**config.mk**
```make
export PLATFORM = sky130hd
export DESIGN_NAME = hba_system
export DESIGN_NICKNAME = d
export VERILOG_FILES = /design/src/hdl/hba_periph_pkg.sv /design/src/hdl/hba_bus_pkg.sv /design/src/hdl/hba_system.sv /design/src/hdl/hba_motor.sv /design/src/hdl/hba_basicio.sv /design/src/hdl/hba_master_ctrl.sv
export VERILOG_INCLUDE_DIRS = /design/src /design/src/hdl
export SDC_FILE = /design/constraint.sdc
export NUM_CORES = 1
export LEC_CHECK = 0
export BUFFER_PORTS_ARGS = -buffer_cell sky130_fd_sc_hd__buf_4
export CAP_MARGIN = 20
export CORE_ASPECT_RATIO = 1.1
export CORE_MARGIN = 3
export CORE_UTILIZATION = 55
export CTS_CLUSTER_SIZE = 30
export DETAILED_ROUTE_END_ITERATION = 8
export MAX_ROUTING_LAYER = met4
export PLACE_DENSITY_LB_ADDON = 0.25
export RECOVER_POWER = 50
export SLEW_MARGIN = 0
export SYNTH_ARGS = -nofsm -noshare
export SYNTH_HDL_FRONTEND = slang
export SYNTH_SLANG_ARGS = --single-unit
```
**constraint.sdc**
```tcl
create_clock -name clk -period 6 [get_ports clk]
set_input_delay 0 -clock clk [delete_from_list [all_inputs] [get_ports clk]]
set_output_delay 0 -clock clk [all_outputs]
set_load 0.005 [all_outputs]
```
**src/hdl/hba_macros.svh**
```systemverilog
/*
 * Shared widths and constants for the HBA peripheral system.
 * The address splits into a 4-bit slot and an 8-bit register offset.
 * The timeout counts wait cycles after select rises, before an error response.
 */
`ifndef HBA_MACROS_SVH
`define HBA_MACROS_SVH

// Bus widths.
`define HBA_DBUS_WIDTH 8
`define HBA_PERIPH_ADDR_WIDTH 4
`define HBA_REG_ADDR_WIDTH 8
`define HBA_ADDR_WIDTH 12 // Slot in the upper 4 bits.

// Cycles with no acknowledge before the transfer fails.
`define HBA_ACK_TIMEOUT 8

// PWM counter width. The period is 2**width cycles.
`define HBA_PWM_WIDTH 8

`endif
```
**src/hdl/hba_periph_pkg.sv**
```systemverilog
/*
 * Register map of the HBA peripherals.
 * Only slots 1 and 3 are populated. Other slots time out on the bus.
 * Offsets outside a map acknowledge, read as 0 and ignore writes.
 */
`include "hba_macros.svh"

package hba_periph_pkg;

    // Populated slot numbers.
    typedef enum logic [`HBA_PERIPH_ADDR_WIDTH-1:0] {
        SLOT_BASICIO = 4'd1,
        SLOT_MOTOR   = 4'd3
    } hba_slot_t;

    // Basic I/O registers.
    typedef enum logic [`HBA_REG_ADDR_WIDTH-1:0] {
        BIO_LED    = 8'd0, // Read/write.
        BIO_BUTTON = 8'd1, // Read only.
        BIO_STATUS = 8'd2  // Change bits, cleared on read.
    } basicio_reg_t;

    // Motor registers.
    typedef enum logic [`HBA_REG_ADDR_WIDTH-1:0] {
        MOT_DUTY_L = 8'd0,
        MOT_DUTY_R = 8'd1,
        MOT_DIR    = 8'd2, // Bits 1:0.
        MOT_ENABLE = 8'd3, // Bits 1:0.
        MOT_STATUS = 8'd4  // Bit 0 estop event, cleared on read.
    } motor_reg_t;

endpackage

```
**src/hdl/hba_bus_pkg.sv**
```systemverilog
/*
 * HBA bus protocol types for the single-master controller.
 * The opcode encoding matches hba_rnw, so read is 1 and write is 0.
 */
package hba_bus_pkg;

    // Transfer opcode from the host port.
    typedef enum logic {
        HBA_OP_WRITE = 1'b0,
        HBA_OP_READ  = 1'b1
    } hba_op_t;

    // Control FSM states.
    typedef enum logic [1:0] {
        ST_IDLE   = 2'd0, // Waiting for a command.
        ST_SELECT = 2'd1, // Bus held, waiting for ack or timeout.
        ST_RESP   = 2'd2  // One-cycle response to the host.
    } hba_state_t;

endpackage

```
**src/hdl/hba_system.sv**
```systemverilog
/*
 * HBA system top. One host-driven master, basic I/O in slot 1 and the
 * motor peripheral in slot 3. All other slots are empty and time out.
 */
`timescale 1ns/100ps
`include "hba_macros.svh"

module hba_system (
    input  logic                         clk,
    input  logic                         reset,

    // Host command port.
    input  logic                         cmd_valid,
    input  hba_bus_pkg::hba_op_t         cmd_op,
    input  logic [`HBA_ADDR_WIDTH-1:0]   cmd_addr,
    input  logic [`HBA_DBUS_WIDTH-1:0]   cmd_wdata,
    output logic                         busy,
    output logic                         rsp_valid,
    output logic [`HBA_DBUS_WIDTH-1:0]   rsp_rdata,
    output logic                         rsp_err,
    output logic                         intr,

    // Slot 1 pins.
    input  logic [7:0]                   basicio_button,
    output logic [7:0]                   basicio_led,

    // Slot 3 pins.
    input  logic                         motor_estop,
    output logic [1:0]                   motor_pwm,
    output logic [1:0]                   motor_dir,
    output logic [1:0]                   motor_float_n
);

    import hba_periph_pkg::*;

    logic                        hba_select;
    logic                        hba_rnw;      // 1 = read.
    logic [`HBA_ADDR_WIDTH-1:0]  hba_abus;
    logic [`HBA_DBUS_WIDTH-1:0]  hba_dbus;     // Write data.
    logic [1:0]                  hba_xferack_slave; // [0] basic I/O, [1] motor.
    logic [1:0]                  slave_interrupt;
    logic [`HBA_DBUS_WIDTH-1:0]  hba_dbus_slave1;
    logic [`HBA_DBUS_WIDTH-1:0]  hba_dbus_slave3;

    hba_master_ctrl hba_master_ctrl_i (
        .clk(clk), .reset(reset),
        .cmd_valid(cmd_valid), .cmd_op(cmd_op), .cmd_addr(cmd_addr), .cmd_wdata(cmd_wdata),
        .busy(busy), .rsp_valid(rsp_valid), .rsp_rdata(rsp_rdata), .rsp_err(rsp_err),
        .intr(intr),
        .xferack_slave(hba_xferack_slave),
        .dbus_slave1(hba_dbus_slave1),
        .dbus_slave3(hba_dbus_slave3),
        .slave_interrupt(slave_interrupt),
        .hba_select(hba_select), .hba_rnw(hba_rnw), .hba_abus(hba_abus), .hba_dbus(hba_dbus)
    );

    hba_basicio #(.PERIPH_ADDR(SLOT_BASICIO)) hba_basicio_i (
        .clk(clk), .reset(reset),
        .hba_select(hba_select), .hba_rnw(hba_rnw), .hba_abus(hba_abus), .hba_dbus(hba_dbus),
        .basicio_button(basicio_button),
        .hba_dbus_slave(hba_dbus_slave1),
        .hba_xferack_slave(hba_xferack_slave[0]),
        .slave_interrupt(slave_interrupt[0]),
        .basicio_led(basicio_led)
    );

    hba_motor #(.PERIPH_ADDR(SLOT_MOTOR)) hba_motor_i (
        .clk(clk), .reset(reset),
        .hba_select(hba_select), .hba_rnw(hba_rnw), .hba_abus(hba_abus), .hba_dbus(hba_dbus),
        .motor_estop(motor_estop),
        .hba_dbus_slave(hba_dbus_slave3),
        .hba_xferack_slave(hba_xferack_slave[1]),
        .slave_interrupt(slave_interrupt[1]),
        .motor_pwm(motor_pwm), .motor_dir(motor_dir), .motor_float_n(motor_float_n)
    );

endmodule

```
**src/hdl/hba_motor.sv**
```systemverilog
/*
 * Two-channel PWM motor slave. Channel 0 is left, channel 1 is right.
 * PWM period is 2**HBA_PWM_WIDTH cycles; output is high while count < duty.
 * Estop is synchronized and clears duties and enables on the third edge.
 * The estop event stays in MOT_STATUS until read.
 */
`timescale 1ns/100ps
`include "hba_macros.svh"

module hba_motor #(
    parameter hba_periph_pkg::hba_slot_t PERIPH_ADDR = hba_periph_pkg::SLOT_MOTOR
) (
    input  logic                         clk,
    input  logic                         reset,
    input  logic                         hba_select,
    input  logic                         hba_rnw,
    input  logic [`HBA_ADDR_WIDTH-1:0]   hba_abus,
    input  logic [`HBA_DBUS_WIDTH-1:0]   hba_dbus,
    input  logic                         motor_estop,
    output logic [`HBA_DBUS_WIDTH-1:0]   hba_dbus_slave,
    output logic                         hba_xferack_slave,
    output logic                         slave_interrupt,
    output logic [1:0]                   motor_pwm,
    output logic [1:0]                   motor_dir,
    output logic [1:0]                   motor_float_n
);

    import hba_periph_pkg::*;

    logic [`HBA_REG_ADDR_WIDTH-1:0]   reg_off;
    logic                             ack_next;
    logic                             wr_en;
    logic                             rd_en;
    logic [`HBA_DBUS_WIDTH-1:0]       rd_data;
    logic [1:0][`HBA_PWM_WIDTH-1:0]   duty;      // Per-channel duty.
    logic [1:0]                       enable_q;
    logic                             status_q;  // Estop event.
    logic [`HBA_PWM_WIDTH-1:0]        pwm_cnt;   // Free running.
    logic                             estop_meta;
    logic                             estop_sync;

    assign reg_off  = hba_abus[`HBA_REG_ADDR_WIDTH-1:0];
    assign ack_next = hba_select && !hba_xferack_slave &&
                      (hba_abus[`HBA_ADDR_WIDTH-1 -: `HBA_PERIPH_ADDR_WIDTH] == PERIPH_ADDR);
    assign wr_en    = ack_next && !hba_rnw;
    assign rd_en    = ack_next && hba_rnw;

    always_comb begin
        case (reg_off)
            MOT_DUTY_L: rd_data = duty[0];
            MOT_DUTY_R: rd_data = duty[1];
            MOT_DIR:    rd_data = {6'b0, motor_dir};
            MOT_ENABLE: rd_data = {6'b0, enable_q};
            MOT_STATUS: rd_data = {7'b0, status_q};
            default:    rd_data = '0;
        endcase
    end

    always_ff @(posedge clk) begin
        if (reset) begin
            hba_xferack_slave <= 1'b0;
            hba_dbus_slave    <= '0;
            duty              <= '0;
            motor_dir         <= '0;
            enable_q          <= '0;
            status_q          <= 1'b0;
        end else begin
            hba_xferack_slave <= ack_next;
            hba_dbus_slave    <= rd_en ? rd_data : '0;
            if (wr_en) begin
                case (reg_off)
                    MOT_DUTY_L: duty[0]   <= hba_dbus;
                    MOT_DUTY_R: duty[1]   <= hba_dbus;
                    MOT_DIR:    motor_dir <= hba_dbus[1:0];
                    MOT_ENABLE: enable_q  <= hba_dbus[1:0];
                    default:    ;         // Read-only or unmapped.
                endcase
            end
            if (estop_sync) begin        // Estop overrides any bus write.
                duty     <= '0;
                enable_q <= '0;
            end
            status_q <= estop_sync || (status_q && !(rd_en && reg_off == MOT_STATUS));
        end
    end

    // Estop synchronizer and PWM generation.
    always_ff @(posedge clk) begin
        if (reset) begin
            estop_meta <= 1'b0;
            estop_sync <= 1'b0;
            pwm_cnt    <= '0;
            motor_pwm  <= '0;
        end else begin
            estop_meta <= motor_estop;
            estop_sync <= estop_meta;
            pwm_cnt    <= pwm_cnt + 1'b1;
            for (int i = 0; i < 2; i++) begin
                motor_pwm[i] <= (pwm_cnt < duty[i]); // One cycle behind the duty.
            end
        end
    end

    assign motor_float_n   = enable_q & {2{!estop_sync}};
    assign slave_interrupt = status_q;

endmodule

```
**src/hdl/hba_basicio.sv**
```systemverilog
/*
 * Basic I/O slave with an LED register and eight synchronized buttons.
 * Button changes set sticky status bits; the interrupt stays up until
 * BIO_STATUS is read. Buttons show up three edges after they change.
 */
`timescale 1ns/100ps
`include "hba_macros.svh"

module hba_basicio #(
    parameter hba_periph_pkg::hba_slot_t PERIPH_ADDR = hba_periph_pkg::SLOT_BASICIO
) (
    input  logic                         clk,
    input  logic                         reset,
    input  logic                         hba_select,
    input  logic                         hba_rnw,
    input  logic [`HBA_ADDR_WIDTH-1:0]   hba_abus,
    input  logic [`HBA_DBUS_WIDTH-1:0]   hba_dbus,
    input  logic [7:0]                   basicio_button,
    output logic [`HBA_DBUS_WIDTH-1:0]   hba_dbus_slave,
    output logic                         hba_xferack_slave,
    output logic                         slave_interrupt,
    output logic [7:0]                   basicio_led
);

    import hba_periph_pkg::*;

    logic [`HBA_REG_ADDR_WIDTH-1:0] reg_off;
    logic                           ack_next;  // First cycle of select on our slot.
    logic                           wr_en;
    logic                           rd_en;
    logic [`HBA_DBUS_WIDTH-1:0]     rd_data;
    logic [7:0]                     btn_meta;
    logic [7:0]                     btn_sync;
    logic [7:0]                     btn_reg;   // Value seen by the bus.
    logic [7:0]                     status;    // Sticky change bits.

    assign reg_off  = hba_abus[`HBA_REG_ADDR_WIDTH-1:0];
    assign ack_next = hba_select && !hba_xferack_slave &&
                      (hba_abus[`HBA_ADDR_WIDTH-1 -: `HBA_PERIPH_ADDR_WIDTH] == PERIPH_ADDR);
    assign wr_en    = ack_next && !hba_rnw;
    assign rd_en    = ack_next && hba_rnw;

    always_comb begin
        case (reg_off)
            BIO_LED:    rd_data = basicio_led;
            BIO_BUTTON: rd_data = btn_reg;
            BIO_STATUS: rd_data = status;
            default:    rd_data = '0; // Unmapped offset.
        endcase
    end

    // Bus side. Ack is a single cycle.
    always_ff @(posedge clk) begin
        if (reset) begin
            hba_xferack_slave <= 1'b0;
            hba_dbus_slave    <= '0;
            basicio_led       <= '0;
        end else begin
            hba_xferack_slave <= ack_next;
            hba_dbus_slave    <= rd_en ? rd_data : '0;
            if (wr_en && (reg_off == BIO_LED)) basicio_led <= hba_dbus;
        end
    end

    // Two-flop synchronizer, then the register stage used for change detect.
    always_ff @(posedge clk) begin
        if (reset) begin
            btn_meta <= '0;
            btn_sync <= '0;
            btn_reg  <= '0;
            status   <= '0;
        end else begin
            btn_meta <= basicio_button;
            btn_sync <= btn_meta;
            btn_reg  <= btn_sync;
            // New changes win over a clearing read.
            status   <= ((rd_en && reg_off == BIO_STATUS) ? '0 : status) | (btn_sync ^ btn_reg);
        end
    end

    assign slave_interrupt = |status;

endmodule

```
**src/hdl/hba_master_ctrl.sv**
```systemverilog
/*
 * Single-master HBA controller behind a host command port.
 * A command is taken only while busy is low; commands during busy are dropped.
 * A hit answers two edges after the command, a miss after HBA_ACK_TIMEOUT + 1.
 * Slaves must drive zero on data and ack when they are not acknowledging.
 */
`timescale 1ns/100ps
`include "hba_macros.svh"

module hba_master_ctrl (
    input  logic                         clk,
    input  logic                         reset,

    // Host command port.
    input  logic                         cmd_valid,
    input  hba_bus_pkg::hba_op_t         cmd_op,
    input  logic [`HBA_ADDR_WIDTH-1:0]   cmd_addr,
    input  logic [`HBA_DBUS_WIDTH-1:0]   cmd_wdata,
    output logic                         busy,
    output logic                         rsp_valid,
    output logic [`HBA_DBUS_WIDTH-1:0]   rsp_rdata,
    output logic                         rsp_err,
    output logic                         intr,

    // Slave returns.
    input  logic [1:0]                   xferack_slave,
    input  logic [`HBA_DBUS_WIDTH-1:0]   dbus_slave1,
    input  logic [`HBA_DBUS_WIDTH-1:0]   dbus_slave3,
    input  logic [1:0]                   slave_interrupt,

    // Bus drive.
    output logic                         hba_select,
    output logic                         hba_rnw,
    output logic [`HBA_ADDR_WIDTH-1:0]   hba_abus,
    output logic [`HBA_DBUS_WIDTH-1:0]   hba_dbus
);

    import hba_bus_pkg::*;

    localparam int CNT_W = $clog2(`HBA_ACK_TIMEOUT + 1);

    hba_state_t                  state;
    logic [CNT_W-1:0]            wait_cnt;    // Cycles spent in ST_SELECT.
    logic                        xferack;     // Any slave acknowledging.
    logic [`HBA_DBUS_WIDTH-1:0]  dbus_or;     // Combined slave read data.
    logic                        cmd_take;

    // Idle slaves drive zero, so a plain OR merges them.
    assign xferack = |xferack_slave;
    assign dbus_or = dbus_slave1 | dbus_slave3;
    assign intr    = |slave_interrupt;

    assign cmd_take   = cmd_valid && (state == ST_IDLE);
    assign busy       = (state != ST_IDLE);  // Up from taking edge to end of response.
    assign hba_select = (state == ST_SELECT);
    assign rsp_valid  = (state == ST_RESP);   // One cycle only.

    always_ff @(posedge clk) begin
        if (reset) begin
            state    <= ST_IDLE;
            wait_cnt <= '0;
            rsp_err  <= 1'b0;
        end else begin
            case (state)
                ST_IDLE: begin
                    if (cmd_take) begin
                        state    <= ST_SELECT;
                        wait_cnt <= '0;
                    end
                end
                ST_SELECT: begin
                    if (xferack) begin
                        state   <= ST_RESP;
                        rsp_err <= 1'b0;
                    end else if (wait_cnt == CNT_W'(`HBA_ACK_TIMEOUT)) begin
                        state   <= ST_RESP; // Nobody home in this slot.
                        rsp_err <= 1'b1;
                    end else begin
                        wait_cnt <= wait_cnt + 1'b1;
                    end
                end
                ST_RESP: state <= ST_IDLE;
                default: state <= ST_IDLE;
            endcase
        end
    end

    // Command payload, held on the bus for the whole transfer.
    always_ff @(posedge clk) begin
        if (cmd_take) begin
            hba_rnw  <= (cmd_op == HBA_OP_READ);
            hba_abus <= cmd_addr;
            hba_dbus <= cmd_wdata;
        end
    end

    // Read data capture. Stays 0 on a timeout.
    always_ff @(posedge clk) begin
        if (state == ST_SELECT) begin
            rsp_rdata <= xferack ? dbus_or : '0;
        end
    end

endmodule

```
# After elaboration in Yosys (flattened, before gate mapping)
# Index checks and enable logic that the tools add are counted.
# totals
reg_bits	127
latchBits	0
mem_bits_rw	0
rom_bits	0
input_bits	33
output_inout_bits	26
word_cells	97
n_memories	0
# classes
n_addsub	2
n_mul	0
div	0
order_cmp	2
eq_ne	13
shift	0
mux	13
bitwise_logic	6
reduce_logical	36
# ops
cell	n
$pmux 8 s5	1
$pmux 8 s3	1
$eq 8x2->1 const B	2
$lt 8x8->1	2
$or 8x8->8	2
$logic_and 1x1->1	13
$mux 4	3
$reduce_and 2->1	6
$reduce_or 9->1	1
$add 8x1->8 const B	1
$eq 8x1->1 const B	1
$eq 8x3->1 const B	1
$logic_not 8->1	1
$mux 8	1
$pmux 4 s2	1
$reduce_or 2->1	4
$xor 8x8->8	1
$mux 2	3
$reduce_bool 2->1	3
$logic_not 1->1	5
$add 4x1->4 const B	1
$eq 4x1->1 const B	1
$eq 4x2->1 const B	1
$eq 4x4->1 const B	1
12 further kinds	15

# Depth between registers and ports, before layout
# Gate-level depths: netlist of the first run.
# logic_depth
depth_word	8
depth_mapped	8
depth_no_buf	6

# Hierarchy
# From an unflattened synthesis of the first run, not the netlist that was laid out.
# unflattened
cells_unflattened	495
area_unflattened_um2	5281.3
# by_module_without_submodules
module	n_inst	cells_each	area_each_um2	seq_area_each_um2
hba_motor	1	228	2070.7	840.8
hba_basicio	1	180	1888.1	980.9
hba_master_ctrl	1	87	1322.5	1011.0

# Worst setup path before layout of the first run
# No wires, ideal clock.
# synth_path
path_type	flip-flop to flip-flop
from	register hba_master_ctrl_i.state[1]
to	register hba_master_ctrl_i.hba_abus[0] (enable)
setup_ps	399
arrival_ps	1657
required_time_ps	5601
slack_ps	3944
path_stages_with_launch	4
path_buffers	1
period_less_slack_ps	2056
path_cell_list	dfxtp_1 clkbuf_1 or2_2 nor2_1
# synth_between
elab_chain_len	2
# synth_rtl
element	line	source
start, declared	hba_master_ctrl.sv:42	hba_state_t state;
start signal, assigned	hba_master_ctrl.sv:60	state <= ST_IDLE;
start signal, assigned	hba_master_ctrl.sv:67	state <= ST_SELECT;
start signal, assigned	hba_master_ctrl.sv:73	state <= ST_RESP;
$logic_not 2->1	hba_master_ctrl.sv:53	assign cmd_take = cmd_valid && (state == ST_IDLE);
$logic_and 1x1->1	hba_master_ctrl.sv:53	
net hba_master_ctrl_i.cmd_take	hba_master_ctrl.sv:46	logic cmd_take;
end signal, assigned	hba_master_ctrl.sv:92	hba_abus <= cmd_addr;
end, declared	hba_master_ctrl.sv:34	output logic [`HBA_ADDR_WIDTH-1:0] hba_abus,
# The timed path passes the listed nets, and every way through them passes these cells.
# A chain may end at the register's enable or synchronous reset.

# Worst setup path after layout of the first run
# layout_path
from	input reset
to	register hba_motor_i.hba_dbus_slave[2]
# layout_between
elab_chain_len	1
# layout_rtl
element	line	source
start, declared	hba_system.sv:10	input logic reset,
$reduce_or 2->1 (no line)	n/a	
end signal, assigned	hba_motor.sv:69	hba_dbus_slave <= rd_en ? rd_data : '0;
end, declared	hba_motor.sv:20	output logic [`HBA_DBUS_WIDTH-1:0] hba_dbus_slave,
# Every way passes these cells.

==> impl_metrics.json, run 1 <==
{
  "rows": 36,
  "wl_per_cell_microns": 15.5,
  "clock-root-buffer": "clkbuf_8",
  "p_clk_share_pct": 50.7,
  "cp.required_ns": 6.40,
  "hold_ws_ns": 0.223,
  "place.gp.congestion": 0.908,
  "crit_fanout": 66,
  "fin_skew_ns": 0.00535,
  "dp_cells": 637,
  "p_sw_uw": 442,
  "setup_viol": 0,
  "die_width_microns": 97.5,
  "vias": 3790,
  "tightest_slew_ns": 2.89,
  "num-fill-cells": 631,
  "grt_pass1_wl_mm": 18.1,
  "slew_viol_final": 67,
  "cts.path.max_buffers": 2,
  "fp.coreArea_sq_mm": 0.00892,
  "cap_viol_max_count": 1,
  "drtIter0Drc": 304,
  "io-pin-count": 59,
  "peakVddDrop_mv": 0.281,
  "ant_nets": 0,
  "top_register": "hba_motor_i.duty",
  "synthSimpleGateAreaFrac_pct": 18.9,
  "avgViaCountPerCell": 5.38,
  "drc": 0,
  "dr.pass1.iters": 4,
  "synth-adder-area-share_pct": 4.20,
  "wl_mm": 10.9,
  "synth_cell_types": 46,
  "synth_cells": 485,
  "grt_max_degree": 67,
  "cts_sinks": 127,
  "hold_path_class": "input port to flip-flop",
  "synthMuxAreaShare_pct": 7.43,
  "grt_usage_pct": 22.6,
  "die_h_microns": 107,
  "largest_reg_flops": 16,
  "grt_antenna_before_repair": 0,
  "io_buffers": 58,
  "antennaDiodeCount": 0,
  "start_kind": "input port",
  "path_cells": "dlygate4sd3_1 -> clkbuf_1 -> nor4_1 -> nand4b_1 -> nor2_1",
  "endpoint_kind": "flip-flop",
  "fin_nets": 627,
  "largestRegisters": "hba_motor_i.duty x16, hba_master_ctrl_i.hba_abus x12",
  "synth_seq_cells": 127,
  "final_core_util_pct": 73.4,
  "post_cts_resized": 0,
  "final_layout_size_suffix_gt1_share_pct": 16.4,
  "cpMaxStageDelayCell": "clkbuf_1",
  "final_cell_count_no_fill": 704,
  "worstPathArrival_ns": 3.49,
  "grt_pass1_vias": 3871,
  "combPwrFrac_pct": 5.4,
  "synth_top_family_by_area": "simple AND/OR/NAND/NOR gates",
  "post-place-ws_ns": 3.60,
  "fin_setup_tns_ns": 0,
  "dp.final_hpwl_mm": 7.25,
  "critPathKind": "input port to flip-flop",
  "layout_commonest_cell": "dfxtp_1",
  "yosysWarnings": 0,
  "clock_latency_ns": 0.51,
  "period_needed_ns": 3.09,
  "p_leak_nw": 2.51,
  "cts_made_buffers": 17,
  "setup_ws_ns": 2.91,
  "final_cell_mix": "dfxtp_1, nor2_1, clkbuf_4",
  "synth-compound-area-share_pct": 7.83,
  "finalHoldViolCount": 0,
  "synth_area_sq_mm": 0.00507,
  "die_area_sq_mm": 0.0104,
  "swShare_pct": 20.8,
  "path_clk_slew_ns": 0.06,
  "grt_overflow": 0,
  "synth_nets": 535,
  "avgSynthCellArea_sq_um": 10.4,
  "start_util_pct": 56.8,
  "seqPwrFrac_pct": 43.9,
  "internal-power_mw": 1.68,
  "grt_setup_unrepaired": "false",
  "max_stage_delay_ns": 2.04,
  "outcome": "finished with violations",
  "relSlewSlack_pct": -92.6,
  "ys_seq_area_share_pct": 55.9,
  "cts_tree": "done",
  "max_freq_mhz": 323,
  "syn_to_final_growth_pct": 29.2,
  "p_per_area_mw_per_mm2": 325,
  "violations": "capacitance limit, slew limit",
  "htreeDepth": 4,
  "finalCritPeriodShare_pct": 51.5,
  "synthXorXnorAreaFrac_pct": 2.42
}
-- stage by stage --
step           instance area, sq um  power [mW]
6_report                       6550        2.13
5_1_grt                        6550        2.19
4_1_cts                        6540        2.14
3_5_place_dp                   5570        1.05
3_3_place_gp                   5570        1.04
2_1_floorplan                  5070        1.00
-- critical path: cells and delay by family --
family / cells / cell delay, ns
buf+inv: 2 / 2.57
simple gates: 3 / 0.91
-- cells by family (layout without fill, tap and decap cells) --
family,Yosys count,after routing
fa+ha+maj,17,17
mux,35,35
compound gates,71,71
buf+inv,42,147
flops,127,127
xor+xnor,14,14
simple gates,179,179
-- cell type report --
type / instances / area, sq um / area share [%]
inverter: 20 / 75.1 / 1.15
clock inverter: 15 / 219 / 3.35
sequential: 127 / 2830 / 43.3
clock buffer: 17 / 414 / 6.33
tap: 114 / 143 / 2.18
multi-input combinational: 316 / 2070 / 31.6
timing repair buffer: 95 / 795 / 12.1
-- routing by layer --
layer | global-route usage, % | part of all wire [%] | up-vias
met2 | 37.6 | 50 | 101
met3 | 5.86 | 4.9 | 12
li1 | - | - | 1885
met1 | 26.6 | 44 | 1792
met5 | - | 0 | -
met4 | 8.41 | 1.3 | 0
-- power by group through the flow --
stage	Clock (mW)	Sequential, mW	Combinational [mW]
3_5_place_dp	0	0.950	0.0960
4_1_cts	1.09	0.932	0.115
2_1_floorplan	0	0.937	0.0631
3_3_place_gp	0	0.948	0.0932
5_1_grt	1.13	0.935	0.127
6_report	1.08	0.932	0.115
-- cells in the mapped netlist (all sizes together) --
master	n	area share, %
a211oi	3	0.44
nand2b	7	0.86
nand3b	1	0.15
nand4b	9	1.6
and4b	1	0.20
xnor2	10	1.7
a21o	2	0.30
mux2	1	0.22
o2111ai	2	0.35
xor2	4	0.69
or3b	1	0.17
nand2	28	2.1
o21a	4	0.59
nand3	11	1.2
nor2b	31	3.8
buf	6	0.59
mux4	2	0.89
a21oi	34	3.4
or2	1	0.12
or4b	1	0.20
nor3b	1	0.15
nor4	6	0.86
nor3	4	0.49
a21boi	1	0.15
o21ai	22	2.2
a31oi	1	0.12
clkbuf	16	1.2
ha	17	4.2
inv	20	1.5
nor2	58	4.3
dfxtp	98	39
and4	3	0.52
mux2i	32	6.3
nor4b	1	0.17
o41ai	2	0.35
or4	6	0.96
and3	3	0.37
nand4	6	0.74
edfxtp	29	17
-- repair_timing --
action,CTS,global route
hold buffers,34,0
buffers inserted,0,0
hold endpoints to repair,42,0
-- final timing paths --
| check | from | to | slack [ns] | cells after the start |
|---|---|---|---|---|
| worst max-delay path | reset | hba_motor_i.hba_dbus_slave[2] | 2.91 | 5 |
| worst min-delay path | cmd_addr[1] | hba_master_ctrl_i.hba_abus[1] | 0.22 | 2 |
| worst max register to register | hba_master_ctrl_i.state[0] | hba_motor_i.motor_dir[0] | 3.36 | 5 |
| worst min register to register | hba_basicio_i.btn_meta[0] | hba_basicio_i.btn_sync[0] | 0.44 | 1 |
(Power assumes the default switching activity.)
==> inputs of run 2 (changes only) <==
ABC_AREA = 1   (was not set)
CORE_UTILIZATION = 52   (was 55)
clock period = 2.8 ns   (was 6 ns; I/O delays follow)
==> impl_metrics.json, run 2 <==
{
  "dp_cells": 820,
  "synth_edf_count": 29,
  "crit_fanout": 23,
  "synth_nets": 710,
  "wl_per_cell_microns": 13.0,
  "grt_setup_unrepaired": "false",
  "setup_viol": 0,
  "netlist.area_leader.share_pct": 37.2,
  "cp.required_ns": 3.23,
  "start_util_pct": 54.8,
  "fin_setup_tns_ns": 0,
  "clock_latency_ns": 0.51,
  "io_buffers": 58,
  "grt_max_degree": 52,
  "relSlewSlack_pct": 32.2,
  "grt_pass1_wl_mm": 19.3,
  "clock-root-buffer": "clkbuf_8",
  "avgViaCountPerCell": 4.89,
  "synth_common_cells": "nor2_1, nand2_1, dfxtp_1, inv_1, edfxtp_1",
  "synth_flop_cell": "dfxtp_1",
  "dp.final_hpwl_mm": 7.95,
  "syn_to_final_growth_pct": 28.3,
  "vias": 4366,
  "fin_skew_ns": 0.00953,
  "yosysMostFrequentCell": "nor2_1",
  "io-pin-count": 59,
  "ant_nets": 0,
  "layout_commonest_cell": "nor2_1",
  "synth_top_area_cell": "dfxtp_1",
  "cts.path.max_buffers": 2,
  "grt_usage_pct": 22.2,
  "hold_path_class": "input port to flip-flop",
  "synth_seq_cells": 127,
  "slew_viol_final": 0,
  "hold_ws_ns": 0.223,
  "cts_sinks": 127,
  "path_clk_slew_ns": 0.06,
  "post-place-ws_ns": 0.870,
  "largestRegisters": "hba_motor_i.duty x16, hba_master_ctrl_i.hba_abus x12",
  "endpoint_kind": "flip-flop",
  "dr.pass1.iters": 5,
  "peakVddDrop_mv": 0.489,
  "final_area_sq_mm": 0.00677,
  "tightest_slew_ns": 1.02,
  "htreeDepth": 4,
  "avgSynthCellArea_sq_um": 8.00,
  "p_leak_nw": 2.88,
  "finalHoldViolCount": 0,
  "synth_area_sq_mm": 0.00528,
  "final_cell_count_no_fill": 893,
  "fin_nets": 813,
  "power_mw": 4.46,
  "synth_cell_types": 30,
  "final-seq-area_sq_mm": 0.00283,
  "place.gp.congestion": 0.911,
  "antennaDiodeCount": 0,
  "drc": 0,
  "final_layout_size_suffix_gt1_share_pct": 13.0,
  "synth.area.top_cells": "dfxtp_1, edfxtp_1, nor2_1, nand2_1, inv_1",
  "p_per_area_mw_per_mm2": 658,
  "die_h_microns": 112,
  "critPathKind": "flip-flop to flip-flop",
  "synth_cells": 660,
  "finalCritPeriodShare_pct": 76.3,
  "fp.coreArea_sq_mm": 0.00963,
  "start_kind": "flip-flop",
  "top_register": "hba_motor_i.duty",
  "final_core_util_pct": 70.3,
  "period_needed_ns": 2.14,
  "cts_made_buffers": 17,
  "multi_input_area_sq_mm": 0.00195,
  "ys_seq_area_share_pct": 53.7,
  "wl_mm": 11.7,
  "largest_reg_flops": 16,
  "num-fill-cells": 753,
  "ys_async_sr_fraction_pct": 0,
  "grt_overflow": 0,
  "cap_viol_max_count": 0,
  "place_area_sq_mm": 0.00579,
  "outcome": "complete, no violations",
  "die_width_microns": 102,
  "drtIter0Drc": 296,
  "worstPathArrival_ns": 2.57,
  "grt_antenna_before_repair": 0,
  "cts_tree": "done",
  "grt_pass1_vias": 4186,
  "die_area_sq_mm": 0.0114,
  "post_cts_resized": 0,
  "rows": 37,
  "setup_ws_ns": 0.663,
  "yosysWarnings": 0,
  "max_freq_mhz": 468,
  "final_cell_mix": "nor2_1, nand2_1, inv_1"
}
[run 2: metal layers]
metal	global-route usage [%]	wire [microns]	vias up	share of wire, %
li1	-	-	2250	-
met1	26.7	5100	1948	44
met2	35.5	5610	133	48
met3	4.76	594	35	5.1
met4	9.54	347	0	3.0
met5	-	0	-	0
[run 2: cells by family (layout without fill, tap and decap cells)]
kind of cell    Yosys count  count (layout)  synth area share (%)
compound gates           44              44                  4.36
buf+inv                 121             237                  9.20
xor+xnor                 10              10                  1.66
flops                   127             127                  53.7
fa+ha+maj                17              17                  4.03
simple gates            341             341                  27.1
[run 2: worst paths after layout]
kind / cells past startpoint / slack (ns) / start / end
worst max-delay path: 8 / 0.66 / hba_master_ctrl_i.state[0] / hba_motor_i.duty[8]
worst min-delay path: 2 / 0.22 / cmd_wdata[7] / hba_master_ctrl_i.hba_dbus[7]
worst max register to register: 8 / 0.66 / hba_master_ctrl_i.state[0] / hba_motor_i.duty[8]
worst min register to register: 2 / 0.40 / hba_basicio_i.btn_meta[2] / hba_basicio_i.btn_sync[2]
[run 2: where the power goes]
group / total (mW) / switching (mW) / internal [mW]
combinational: 0.277 / 0.145 / 0.132
clock: 2.19 / 0.806 / 1.38
sequential: 1.99 / 0.0431 / 1.95
total: 4.46 / 0.994 / 3.46
[run 2: layout make-up]
class	count	share of cell area, %
repair buffers	103	12.8
clock buffers	19	6.37
inverters	102	5.65
flip-flops and latches	127	41.8
multi-input cells	412	28.8
well taps	117	2.16
clock inverters	13	2.33
[run 2: what timing repair did]
item / in CTS / in global routing
hold endpoints to repair: 66 / 0
hold buffers: 41 / 0
setup buffers: 0 / 0
[run 2: critical path: stages (launching register included)]
cell     delay [ns]
dfxtp_1        0.35
inv_1          0.07
nor2_4         0.31
nand2_1        0.26
nor2_4         0.44
nand2_2        0.20
nor2_4         0.22
nor2_1         0.07
nor2_1         0.13
